<file path="src/common/id_consts.svh">
`ifndef ID_CONSTS_SVH
`define ID_CONSTS_SVH

`define INSTR_W          32
`define REG_ADDR_W       5
`define EXCP_W           9
`define FETCH_EXCP_W     4
`define PLV_USER         2'd3

// ALU op codes where zero means no sub-decoder matched
`define ALUOP_W          8
`define EXE_NOP_OP       8'h00
`define EXE_ADD_OP       8'h01
`define EXE_SUB_OP       8'h02
`define EXE_AND_OP       8'h03
`define EXE_OR_OP        8'h04
`define EXE_XOR_OP       8'h05
`define EXE_BREAK_OP     8'h06
`define EXE_SYSCALL_OP   8'h07
`define EXE_ADDI_OP      8'h08
`define EXE_ORI_OP       8'h09
`define EXE_LDW_OP       8'h0a
`define EXE_STW_OP       8'h0b
`define EXE_BEQ_OP       8'h0c
`define EXE_BNE_OP       8'h0d
`define EXE_JIRL_OP      8'h0e
`define EXE_LU12I_OP     8'h0f
`define EXE_PCADDU12I_OP 8'h10
`define EXE_B_OP         8'h11
`define EXE_BL_OP        8'h12
`define EXE_CSRRD_OP     8'h13
`define EXE_CSRWR_OP     8'h14
`define EXE_CSRXCHG_OP   8'h15
`define EXE_ERTN_OP      8'h16
`define EXE_IDLE_OP      8'h17

// Result class for the execute stage
`define ALUSEL_W         3
`define ALUSEL_ARITH     3'd1
`define ALUSEL_LOGIC     3'd2
`define ALUSEL_MEM       3'd3
`define ALUSEL_BRANCH    3'd4
`define ALUSEL_CSR       3'd5

`endif

</file>
<file path="src/common/isa_pkg.sv">
`include "id_consts.svh"

package isa_pkg;

    typedef struct packed {
        logic [16:0]            opcode;
        logic [`REG_ADDR_W-1:0] rk;
        logic [`REG_ADDR_W-1:0] rj;
        logic [`REG_ADDR_W-1:0] rd;
    } fmt_3r_t;

    typedef struct packed {
        logic [9:0]             opcode;
        logic [11:0]            imm12;
        logic [`REG_ADDR_W-1:0] rj;
        logic [`REG_ADDR_W-1:0] rd;
    } fmt_2ri12_t;

    typedef struct packed {
        logic [5:0]             opcode;
        logic [15:0]            offs16;
        logic [`REG_ADDR_W-1:0] rj;
        logic [`REG_ADDR_W-1:0] rd;
    } fmt_2ri16_t;

    typedef struct packed {
        logic [6:0]             opcode;
        logic [19:0]            imm20;
        logic [`REG_ADDR_W-1:0] rd;
    } fmt_1ri20_t;

    // High part of the offset sits in the low bits
    typedef struct packed {
        logic [5:0]  opcode;
        logic [15:0] offs_lo;
        logic [9:0]  offs_hi;
    } fmt_i26_t;

    typedef struct packed {
        logic [7:0]             opcode;
        logic [13:0]            csr_num;
        logic [`REG_ADDR_W-1:0] rj;
        logic [`REG_ADDR_W-1:0] rd;
    } fmt_csr_t;

    typedef union packed {
        fmt_3r_t    r3;
        fmt_2ri12_t ri12;
        fmt_2ri16_t ri16;
        fmt_1ri20_t ri20;
        fmt_i26_t   i26;
        fmt_csr_t   csr;
    } instr_word_u;

    // Bit positions in excp_num
    // Fetch code spans four bits from EXCP_FETCH up
    typedef enum logic [3:0] {
        EXCP_INT   = 4'd0,
        EXCP_FETCH = 4'd1,
        EXCP_SYS   = 4'd5,
        EXCP_BRK   = 4'd6,
        EXCP_INE   = 4'd7,
        EXCP_IPE   = 4'd8
    } excp_bit_e;

endpackage

</file>
<file path="src/common/pipe_pkg.sv">
`include "id_consts.svh"

package pipe_pkg;

    import isa_pkg::*;

    typedef struct packed {
        logic                     valid;
        logic [`INSTR_W-1:0]      pc;
        instr_word_u              instr;
        logic                     is_last_in_block;
        logic                     excp;
        logic [`FETCH_EXCP_W-1:0] excp_num;
    } instr_buffer_info_t;

    // All zero when the sub-decoder does not match
    typedef struct packed {
        logic                            hit;
        logic [`ALUOP_W-1:0]             aluop;
        logic [`ALUSEL_W-1:0]            alusel;
        logic [1:0]                      reg_read_valid;
        logic [1:0][`REG_ADDR_W-1:0]     reg_read_addr;
        logic                            reg_write_valid;
        logic [`REG_ADDR_W-1:0]          reg_write_addr;
        logic                            use_imm;
        logic [`INSTR_W-1:0]             imm;
        logic                            is_kernel;
        logic                            is_refetch;
        logic                            is_break;
        logic                            is_syscall;
    } sub_decode_t;

    typedef struct packed {
        instr_buffer_info_t              instr_info;
        logic [`ALUOP_W-1:0]             aluop;
        logic [`ALUSEL_W-1:0]            alusel;
        logic [1:0]                      reg_read_valid;
        logic [1:0][`REG_ADDR_W-1:0]     reg_read_addr;
        logic                            reg_write_valid;
        logic [`REG_ADDR_W-1:0]          reg_write_addr;
        logic                            use_imm;
        logic [`INSTR_W-1:0]             imm;
        logic                            refetch;
        logic                            excp;
        logic [`EXCP_W-1:0]              excp_num;
    } id_dispatch_t;

endpackage

</file>
<file path="src/decode/decoder_3r.sv">
`timescale 1ns/1ps
`include "id_consts.svh"

module decoder_3r import pipe_pkg::*; (
    input  instr_buffer_info_t instr_info_i,
    output sub_decode_t        result_o
);

    logic [`ALUOP_W-1:0]  op;
    logic [`ALUSEL_W-1:0] sel;
    logic                 alu_op;

    always_comb begin
        op  = `EXE_NOP_OP;
        sel = '0;
        case (instr_info_i.instr.r3.opcode)
            17'h00020: begin
                op  = `EXE_ADD_OP;
                sel = `ALUSEL_ARITH;
            end
            17'h00022: begin
                op  = `EXE_SUB_OP;
                sel = `ALUSEL_ARITH;
            end
            17'h00029: begin
                op  = `EXE_AND_OP;
                sel = `ALUSEL_LOGIC;
            end
            17'h0002a: begin
                op  = `EXE_OR_OP;
                sel = `ALUSEL_LOGIC;
            end
            17'h0002b: begin
                op  = `EXE_XOR_OP;
                sel = `ALUSEL_LOGIC;
            end
            17'h00054: op = `EXE_BREAK_OP;
            17'h00056: op = `EXE_SYSCALL_OP;
            default: ;
        endcase
    end

    // Traps carry no result class and touch no registers
    assign alu_op = (sel != '0);

    always_comb begin
        result_o = '0;
        if (instr_info_i.valid && op != `EXE_NOP_OP) begin
            result_o.hit        = 1'b1;
            result_o.aluop      = op;
            result_o.alusel     = sel;
            result_o.is_break   = (op == `EXE_BREAK_OP);
            result_o.is_syscall = (op == `EXE_SYSCALL_OP);
            if (alu_op) begin
                result_o.reg_read_valid  = 2'b11;
                result_o.reg_read_addr   = {instr_info_i.instr.r3.rk, instr_info_i.instr.r3.rj};
                result_o.reg_write_valid = 1'b1;
                result_o.reg_write_addr  = instr_info_i.instr.r3.rd;
            end
        end
    end

endmodule

</file>
<file path="src/decode/decoder_imm.sv">
`timescale 1ns/1ps
`include "id_consts.svh"

module decoder_imm import isa_pkg::*, pipe_pkg::*; (
    input  instr_buffer_info_t instr_info_i,
    output sub_decode_t        result_o
);

    fmt_2ri12_t          ri12;
    fmt_2ri16_t          ri16;
    fmt_1ri20_t          ri20;
    fmt_i26_t            i26;
    logic [`ALUOP_W-1:0] op;
    logic [`INSTR_W-1:0] simm12, zimm12, offs16, imm20, offs26;
    logic                rd_rj, rd_rd, wr_rd;

    assign ri12 = instr_info_i.instr.ri12;
    assign ri16 = instr_info_i.instr.ri16;
    assign ri20 = instr_info_i.instr.ri20;
    assign i26  = instr_info_i.instr.i26;

    assign simm12 = {{20{ri12.imm12[11]}}, ri12.imm12};
    assign zimm12 = {20'b0, ri12.imm12};
    assign offs16 = {{14{ri16.offs16[15]}}, ri16.offs16, 2'b00};
    assign imm20  = {ri20.imm20, 12'b0};
    assign offs26 = {{4{i26.offs_hi[9]}}, i26.offs_hi, i26.offs_lo, 2'b00};

    // Opcode prefixes of the four formats do not overlap
    always_comb begin
        op = `EXE_NOP_OP;
        case (ri12.opcode)
            10'h00a: op = `EXE_ADDI_OP;
            10'h00e: op = `EXE_ORI_OP;
            10'h0a2: op = `EXE_LDW_OP;
            10'h0a6: op = `EXE_STW_OP;
            default: ;
        endcase
        case (ri16.opcode)
            6'h13: op = `EXE_JIRL_OP;
            6'h16: op = `EXE_BEQ_OP;
            6'h17: op = `EXE_BNE_OP;
            default: ;
        endcase
        case (ri20.opcode)
            7'h0a: op = `EXE_LU12I_OP;
            7'h0e: op = `EXE_PCADDU12I_OP;
            default: ;
        endcase
        case (i26.opcode)
            6'h14: op = `EXE_B_OP;
            6'h15: op = `EXE_BL_OP;
            default: ;
        endcase
    end

    assign rd_rj = op inside {`EXE_ADDI_OP, `EXE_ORI_OP, `EXE_LDW_OP, `EXE_STW_OP,
                              `EXE_BEQ_OP, `EXE_BNE_OP, `EXE_JIRL_OP};
    assign rd_rd = op inside {`EXE_STW_OP, `EXE_BEQ_OP, `EXE_BNE_OP};
    assign wr_rd = op inside {`EXE_ADDI_OP, `EXE_ORI_OP, `EXE_LDW_OP, `EXE_JIRL_OP,
                              `EXE_LU12I_OP, `EXE_PCADDU12I_OP};

    // rj and rd sit in the same bits for every format here
    always_comb begin
        result_o = '0;
        if (instr_info_i.valid && op != `EXE_NOP_OP) begin
            result_o.hit              = 1'b1;
            result_o.aluop            = op;
            result_o.use_imm          = 1'b1;
            result_o.reg_read_valid   = {rd_rd, rd_rj};
            result_o.reg_read_addr[0] = rd_rj ? ri12.rj : '0;
            result_o.reg_read_addr[1] = rd_rd ? ri12.rd : '0;
            result_o.reg_write_valid  = wr_rd | (op == `EXE_BL_OP);
            if (wr_rd) begin
                result_o.reg_write_addr = ri12.rd;
            end else if (op == `EXE_BL_OP) begin
                // Link register
                result_o.reg_write_addr = 5'd1;
            end
            case (op)
                `EXE_ADDI_OP: begin
                    result_o.alusel = `ALUSEL_ARITH;
                    result_o.imm    = simm12;
                end
                `EXE_LDW_OP, `EXE_STW_OP: begin
                    result_o.alusel = `ALUSEL_MEM;
                    result_o.imm    = simm12;
                end
                `EXE_ORI_OP: begin
                    result_o.alusel = `ALUSEL_LOGIC;
                    result_o.imm    = zimm12;
                end
                `EXE_LU12I_OP, `EXE_PCADDU12I_OP: begin
                    result_o.alusel = `ALUSEL_ARITH;
                    result_o.imm    = imm20;
                end
                `EXE_B_OP, `EXE_BL_OP: begin
                    result_o.alusel = `ALUSEL_BRANCH;
                    result_o.imm    = offs26;
                end
                default: begin
                    result_o.alusel = `ALUSEL_BRANCH;
                    result_o.imm    = offs16;
                end
            endcase
        end
    end

endmodule

</file>
<file path="src/decode/decoder_csr.sv">
`timescale 1ns/1ps
`include "id_consts.svh"

module decoder_csr import isa_pkg::*, pipe_pkg::*; (
    input  instr_buffer_info_t instr_info_i,
    output sub_decode_t        result_o
);

    fmt_csr_t            csr;
    logic [`ALUOP_W-1:0] op;

    assign csr = instr_info_i.instr.csr;

    always_comb begin
        op = `EXE_NOP_OP;
        if (csr.opcode == 8'h04) begin
            // rj selects the access kind
            case (csr.rj)
                5'd0: op = `EXE_CSRRD_OP;
                5'd1: op = `EXE_CSRWR_OP;
                default: op = `EXE_CSRXCHG_OP;
            endcase
        end else if (instr_info_i.instr == 32'h0648_3800) begin
            op = `EXE_ERTN_OP;
        end else if (instr_info_i.instr.r3.opcode == 17'h00c91) begin
            op = `EXE_IDLE_OP;
        end
    end

    always_comb begin
        result_o = '0;
        if (instr_info_i.valid && op != `EXE_NOP_OP) begin
            result_o.hit        = 1'b1;
            result_o.aluop      = op;
            result_o.alusel     = `ALUSEL_CSR;
            result_o.is_kernel  = 1'b1;
            result_o.is_refetch = (op == `EXE_ERTN_OP);
            if (op inside {`EXE_CSRRD_OP, `EXE_CSRWR_OP, `EXE_CSRXCHG_OP}) begin
                result_o.use_imm          = 1'b1;
                result_o.imm              = {18'b0, csr.csr_num};
                result_o.reg_write_valid  = 1'b1;
                result_o.reg_write_addr   = csr.rd;
                // Slot 1 holds the write data, slot 0 the xchg mask
                result_o.reg_read_valid   = {op != `EXE_CSRRD_OP, op == `EXE_CSRXCHG_OP};
                result_o.reg_read_addr[1] = (op != `EXE_CSRRD_OP) ? csr.rd : '0;
                result_o.reg_read_addr[0] = (op == `EXE_CSRXCHG_OP) ? csr.rj : '0;
            end
        end
    end

endmodule

</file>
<file path="src/decode/id.sv">
`timescale 1ns/1ps
`include "id_consts.svh"

module id import isa_pkg::*, pipe_pkg::*; (
    input  instr_buffer_info_t instr_buffer_i,
    input  logic               has_int_i,
    input  logic [1:0]         csr_plv_i,
    output id_dispatch_t       dispatch_o
);

    sub_decode_t                res_3r, res_imm, res_csr, merged;
    logic                       valid;
    logic                       fetch_excp, int_pending;
    logic [`FETCH_EXCP_W-1:0]   fetch_code;
    logic                       excp_ine, excp_ipe, excp;
    logic [`EXCP_W-1:0]         excp_num;

    decoder_3r u_decoder_3r (
        .instr_info_i (instr_buffer_i),
        .result_o     (res_3r)
    );

    decoder_imm u_decoder_imm (
        .instr_info_i (instr_buffer_i),
        .result_o     (res_imm)
    );

    decoder_csr u_decoder_csr (
        .instr_info_i (instr_buffer_i),
        .result_o     (res_csr)
    );

    // Non-matching decoders output zero, so OR picks the one hit
    assign merged = sub_decode_t'(res_3r | res_imm | res_csr);

    assign valid       = instr_buffer_i.valid;
    assign fetch_excp  = valid & instr_buffer_i.excp;
    assign fetch_code  = valid ? instr_buffer_i.excp_num : '0;
    assign int_pending = valid & has_int_i;

    assign excp_ine = valid & ~merged.hit;
    assign excp_ipe = merged.is_kernel & (csr_plv_i == `PLV_USER);
    assign excp     = excp_ipe | excp_ine | merged.is_break | merged.is_syscall |
                      fetch_excp | int_pending;

    always_comb begin
        excp_num = '0;
        excp_num[EXCP_IPE] = excp_ipe;
        excp_num[EXCP_INE] = excp_ine;
        excp_num[EXCP_BRK] = merged.is_break;
        excp_num[EXCP_SYS] = merged.is_syscall;
        excp_num[EXCP_FETCH +: `FETCH_EXCP_W] = fetch_code;
        excp_num[EXCP_INT] = int_pending;
    end

    assign dispatch_o.instr_info.valid            = valid & (merged.hit | excp);
    assign dispatch_o.instr_info.pc               = valid ? instr_buffer_i.pc : '0;
    assign dispatch_o.instr_info.instr            = valid ? instr_buffer_i.instr : '0;
    assign dispatch_o.instr_info.is_last_in_block = valid & instr_buffer_i.is_last_in_block;
    assign dispatch_o.instr_info.excp             = fetch_excp;
    assign dispatch_o.instr_info.excp_num         = fetch_code;

    assign dispatch_o.aluop           = merged.aluop;
    assign dispatch_o.alusel          = merged.alusel;
    assign dispatch_o.reg_read_valid  = merged.reg_read_valid;
    assign dispatch_o.reg_read_addr   = merged.reg_read_addr;
    assign dispatch_o.reg_write_valid = merged.reg_write_valid;
    assign dispatch_o.reg_write_addr  = merged.reg_write_addr;
    assign dispatch_o.use_imm         = merged.use_imm;
    assign dispatch_o.imm             = merged.imm;
    assign dispatch_o.refetch         = merged.is_refetch;
    assign dispatch_o.excp            = excp;
    assign dispatch_o.excp_num        = excp_num;

endmodule

</file>
<file path="src/hdl/id_dispatch_reg.sv">
`timescale 1ns/1ps

module id_dispatch_reg import pipe_pkg::*; (
    input  logic         clk,
    input  logic         rst_i,
    input  logic         flush_i,
    input  id_dispatch_t dispatch_i,
    output id_dispatch_t dispatch_o
);

    // Flush drops the whole record, not only valid
    always_ff @(posedge clk) begin
        if (rst_i || flush_i) begin
            dispatch_o <= '0;
        end else begin
            dispatch_o <= dispatch_i;
        end
    end

endmodule

</file>
<file path="src/hdl/id_stage_top.sv">
`timescale 1ns/1ps

module id_stage_top import pipe_pkg::*; (
    input  logic               clk,
    input  logic               rst_i,
    input  logic               flush_i,
    input  instr_buffer_info_t instr_buffer_i,
    input  logic               has_int_i,
    input  logic [1:0]         csr_plv_i,
    output id_dispatch_t       dispatch_o
);

    id_dispatch_t id_dispatch;

    id u_id (
        .instr_buffer_i (instr_buffer_i),
        .has_int_i      (has_int_i),
        .csr_plv_i      (csr_plv_i),
        .dispatch_o     (id_dispatch)
    );

    id_dispatch_reg u_id_dispatch_reg (
        .clk        (clk),
        .rst_i      (rst_i),
        .flush_i    (flush_i),
        .dispatch_i (id_dispatch),
        .dispatch_o (dispatch_o)
    );

endmodule

</file>
<file path="config.mk">
export PLATFORM = sky130hd
export DESIGN_NAME = id_stage_top
export DESIGN_NICKNAME = d
export VERILOG_FILES = /design/src/common/isa_pkg.sv /design/src/common/pipe_pkg.sv /design/src/decode/decoder_3r.sv /design/src/decode/decoder_imm.sv /design/src/decode/decoder_csr.sv /design/src/decode/id.sv /design/src/hdl/id_dispatch_reg.sv /design/src/hdl/id_stage_top.sv
export VERILOG_INCLUDE_DIRS = /design/src /design/src/common
export SDC_FILE = /design/constraint.sdc
export NUM_CORES = 1
export LEC_CHECK = 0
export BUFFER_PORTS_ARGS = -buffer_cell sky130_fd_sc_hd__buf_2
export CAP_MARGIN = 20
export CORE_ASPECT_RATIO = 0.75
export CORE_MARGIN = 3
export CORE_UTILIZATION = 30
export CTS_CLUSTER_DIAMETER = 50
export DETAILED_ROUTE_END_ITERATION = 10
export PLACE_DENSITY_LB_ADDON = 0.05
export SYNTH_ARGS = -nofsm -noshare
export SYNTH_HDL_FRONTEND = slang
export SYNTH_SLANG_ARGS = --single-unit
export TNS_END_PERCENT = 30
</file>
<file path="constraint.sdc">
create_clock -name clk -period 4.5 [get_ports clk]
set_input_delay 0.9 -clock clk [delete_from_list [all_inputs] [get_ports clk]]
set_output_delay 0.9 -clock clk [all_outputs]
set_load 0.03 [all_outputs]
</file>
==> impl_metrics.ini, run 1 <==
[run_status]
outcome = completed

[synthesis]
synthXorXnorAreaFrac = 0
synthMuxAreaShare = 0
postSynthCellCount = 469
synth_compound_area_frac = 0.170
synth-seq-cells = 137
synthAdderAreaFrac = 0
synthSimpleGateAreaFrac = 0.216
postSynthAreaPerCell_um2 = 10.3
synth_edf_count = 0
async_flop_share = 0
ys.flop_type = dfxtp_1
ys.warnings.count = 0
synth_cell_types = 63
synth.cell_area_mm2 = 0.00485
ys_seq_area_frac = 0.566
synth_top_family_by_area = simple AND/OR/NAND/NOR gates

[min_path]
min_from = instr_buffer_i[68]
hp-class = input port to register

[cts]
cts_hold_buf = 0
htreeDepth = 4
cts_root_buf = clkbuf_16
tritoncts = done
cts_resized = 0
clk_pin_slew_ns = 0.06
cts_sinks = 137
cts_max_path_buffers = 2
cts_buffers = 17
cts_setup_buffers = 0

[global_routing]
antenna_found_initial = 1
first_global_vias = 4052
grt_pass1_wl_um = 23600
overflow = 0
grt_usage = 0.174
grt_max_degree = 70

[sta]
max_freq_mhz = 356
max-slew-margin-rel = 0.405
finalSetupViolCount = 0
post-route-period-util = 0.625
tightest_slew_ns = 0.888
rsz0062_at_grt = no
slew_viol_final = 0
hold_violations = 0
finalSetupTns_ns = 0
period_minus_slack_ns = 2.81

[cells_and_area]
seq_area_mm2 = 0.00274
regMostFlops = u_id_dispatch_reg.dispatch_o
reg_top3 = u_id_dispatch_reg.dispatch_o: 137 flops
layout-drive-gt1-share = 0.400
multi_input_area_mm2 = 0.00188
syn_to_final_growth_pct = 37.1
fin_nets = 752
fin_cells = 892
final_cell_mix = 217 x buf_2, 137 x dfxtp_1, 71 x and2_1
fillers = 1553
largest_reg_flops = 137
antenna_cells = 0
layout_commonest_cell = buf_2
finish.utilization = 0.428

[floorplan]
initial_core_util = 0.313
core_mm2 = 0.0155
die_x_um = 153
rows = 39
die_h_um = 116
dieArea_mm2 = 0.0177
ioPinCount = 221

[critical_path]
critPathSlowestCell = o311ai_4
end_kind = register
critPathKind = input port to register
crit_start = instr_buffer_i[34]
required_ns = 4.75
worstPathArrival_ns = 3.06
cp-start-kind = input port
crit_path_max_fanout = 24
crit_path_max_incr_delay_ns = 0.72
cp_cell_sequence = buf_2 > or4b_4 > nor2_2 > buf_4 > a221oi_4 > o311ai_4 > a31oi_1

[routing]
via_per_inst = 4.70
drc = 0
dr.pass1.iters = 4
num_vias = 4190
finalWirelength_um = 15800
ant_nets = 0
routedWlPerCell_um = 17.8
first_iter_violations = 289

[flow_run]
cap_viol_max_count = 0

[pwr]
leakagePower_nw = 3.15
p_per_area_mw_per_mm2 = 433
ir_drop_v = 0.000247

[placed_design]
place_inst = 861
io_buffer_count = 217
dp_hpwl_um = 11500
gp_congestion = 0.842
routing by layer:
metal | vias up | routed length [um] | part of all wire | global-route usage
li1 | 2056 | - | - | -
met1 | 1953 | 7590 | 0.48 | 0.247
met2 | 169 | 6920 | 0.44 | 0.255
met3 | 10 | 1230 | 0.077 | 0.0500
met4 | 2 | 93 | 0.0059 | 0.0617
met5 | - | 9 | 0.00057 | 0
cell usage after synthesis, types with 5 or more instances:
cell type | instances | area share
nor2_1 | 28 | 0.022
a211oi_1 | 6 | 0.0093
inv_1 | 11 | 0.0085
nand3_1 | 12 | 0.012
nand2_1 | 18 | 0.014
dfxtp_1 | 137 | 0.57
a22oi_1 | 13 | 0.020
a22o_1 | 13 | 0.023
buf_4 | 7 | 0.011
nor3b_1 | 5 | 0.0077
a31oi_1 | 20 | 0.026
a21oi_1 | 16 | 0.017
o21ai_0 | 6 | 0.0062
nor4_1 | 5 | 0.0064
nor3_1 | 11 | 0.011
buf_2 | 5 | 0.0052
clkbuf_1 | 20 | 0.015
and2_1 | 71 | 0.092
per-stage QoR:
stage | hold WS (ns) | total power, mW | cell area [um2] | setup WS (ns)
after global routing | 0.659 | 2.99 | 6650 | 1.56
after global placement | 1.10 | 1.47 | 6040 | 1.32
after floorplan | 1.02 | 1.38 | 4860 | 1.84
after CTS | 0.654 | 2.91 | 6650 | 1.71
final | 0.675 | 2.88 | 6650 | 1.69
after detailed placement | 1.10 | 1.47 | 6040 | 1.28
cell type report:
class,instances,share of cell area
repair buffers,221,0.168
clock buffers,19,0.0666
multi-input cells,287,0.283
inverters,11,0.00621
well taps,205,0.0386
flip-flops and latches,137,0.412
clock inverters,12,0.0250
logic make-up (layout without fill, tap and decap cells):
| group | Yosys count | after routing |
|---|---|---|
| and+or+nand+nor | 181 | 181 |
| AOI/OAI and AO/OA | 103 | 103 |
| DFF | 137 | 137 |
| other | 1 | 3 |
| buffers and inverters | 47 | 263 |
report_power, final:
| part | total [mW] | internal, mW | switching [mW] |
|---|---|---|---|
| Clock | 1.44 | 0.892 | 0.545 |
| Sequential | 1.24 | 1.23 | 0.00471 |
| Combinational | 0.203 | 0.0640 | 0.139 |
| Total | 2.88 | 2.19 | 0.688 |
worst paths after layout:
check,to,slack (ns),depth (start not counted)
worst max-delay path,u_id_dispatch_reg.dispatch_o[40]$_SDFF_PP0_,1.69,7
worst min-delay path,u_id_dispatch_reg.dispatch_o[141]$_SDFF_PP0_,0.68,2
critical path, delay by kind of cell:
kind	cells	cell delay, ns
compound gates	3	1.04
simple gates	2	0.61
buf+inv	2	0.50
Note: power is estimated with default switching activity, not from simulation.
==> run 2, diff against run 1 <==
- clock period: 4.5 -> 2.65 ns (I/O delays scaled with it)
==> run 2 against run 1 <==
  * Via count rose by 4.0%
  * Critical path depth fell by 1
  * Non-clock buffer count rose by 37
  * Total power rose by 68%
  * Core utilization rose by 1.8 points
  * Global-route usage rose by 1.5 points
  * Critical path type unchanged
==> impl_metrics.ini, run 2 (synthesis gave the netlist of run 1 again) <==
[run_status]
outcome = completed

[routing]
first_iter_violations = 270
dr.pass1.iters = 4
ant_nets = 0
drc = 0
routedWlPerCell_um = 17.9
finalWirelength_um = 16600
via_per_inst = 4.68
num_vias = 4357

[global_routing]
top_usage_layer = met1
first_global_vias = 4325
met2_usage = 0.265
grt_max_degree = 34
grt_pass1_wl_um = 25500
met1_usage = 0.269
overflow = 0
antenna_found_initial = 0
grtUsageMet3 = 0.0659
grt_usage = 0.189

[cts]
cts_max_path_buffers = 2
cts_resized = 0
cts_sinks = 137
cts_buffers = 17
tritoncts = done
cts_setup_buffers = 0
clk_pin_slew_ns = 0.06
htreeDepth = 4
cts_hold_buf = 0
cts_root_buf = clkbuf_16

[sta]
hold_violations = 0
tightest_slew_ns = 0.769
finalSetupTns_ns = 0
rsz0062_at_grt = no
max_freq_mhz = 451
slew_viol_final = 0
period_minus_slack_ns = 2.22
max-slew-margin-rel = 0.486
hold_slack_ns = 0.297
finalSetupViolCount = 0
post-route-period-util = 0.837

[critical_path]
end_kind = register
cp-start-kind = input port
crit_start = instr_buffer_i[34]
worstPathArrival_ns = 2.48
critPathSlowestCell = o311ai_4
required_ns = 2.91
cp_top_family = compound AO/OA/AOI/OAI gates
critPathBufInv = 1
critPathKind = input port to register
crit_path_max_incr_delay_ns = 0.70
crit_path_max_fanout = 19
cp_cell_sequence = buf_2 > nor4b_2 > o211a_4 > a221oi_4 > o311ai_4 > a311oi_1

[pwr]
ir_drop_v = 0.000369
switchingPower_mw = 1.16
power_frac_clock = 0.488
leakagePower_nw = 3.32
p_comb_frac = 0.077
p_per_area_mw_per_mm2 = 700
intPower_mw = 3.69
power_mw = 4.84
switching_share = 0.239
pwr-share-seq = 0.434

[min_path]
min_from = instr_buffer_i[59]
hp-class = input port to register

[cells_and_area]
largest_reg_flops = 137
final_cell_mix = 217 x buf_2, 137 x dfxtp_1, 71 x and2_1
antenna_cells = 0
reg_top3 = u_id_dispatch_reg.dispatch_o: 137 flops
fin_nets = 789
layout-drive-gt1-share = 0.429
fin_cells = 930
layout_commonest_cell = buf_2
regMostFlops = u_id_dispatch_reg.dispatch_o
syn_to_final_growth_pct = 42.7

[placed_design]
place_inst = 898
dp_hpwl_um = 12700
io_buffer_count = 217
gp_congestion = 0.870

[floorplan]
die_x_um = 153
initial_core_util = 0.313
rows = 39
ioPinCount = 221
core_mm2 = 0.0155
die_h_um = 116
dieArea_mm2 = 0.0177

[flow_run]
cap_viol_max_count = 0
[run 2: layout make-up]
class / instances / area [um2]
clock buffers: 23 / 478
multi-input cells: 287 / 1880
fillers: 1553 / 8600
repair buffers: 258 / 1410
well taps: 205 / 256
clock inverters: 9 / 114
inverters: 11 / 41.3
flip-flops and latches: 137 / 2740
[run 2: per-stage QoR]
stage	utilization	instance area [um2]	setup slack, ns
2_1_floorplan	-	4860	0.358
3_3_place_gp	0.408	6330	0.0541
3_5_place_dp	0.408	6330	-0.0205
4_1_cts	0.446	6920	0.437
5_1_grt	0.446	6920	0.197
6_report	0.446	6920	0.433
[run 2: power groups by stage]
stage               Clock, mW  Combinational (mW)  Sequential, mW
detailed placement          0               0.376            2.15
global placement            0               0.375            2.15
finish                   2.37               0.375            2.10
CTS                      2.42               0.377            2.10
floorplan                   0               0.125            2.22
global route             2.51               0.406            2.11
[run 2: worst paths after layout]
path,depth (start not counted),to
setup / recovery,6,u_id_dispatch_reg.dispatch_o[24]$_SDFF_PP0_
hold / removal,2,u_id_dispatch_reg.dispatch_o[132]$_SDFF_PP0_
[run 2: layer usage]
metal	wire, um	share of wire
met1	8360	0.50
met2	6870	0.41
met3	1170	0.070
met4	211	0.013
met5	0	0
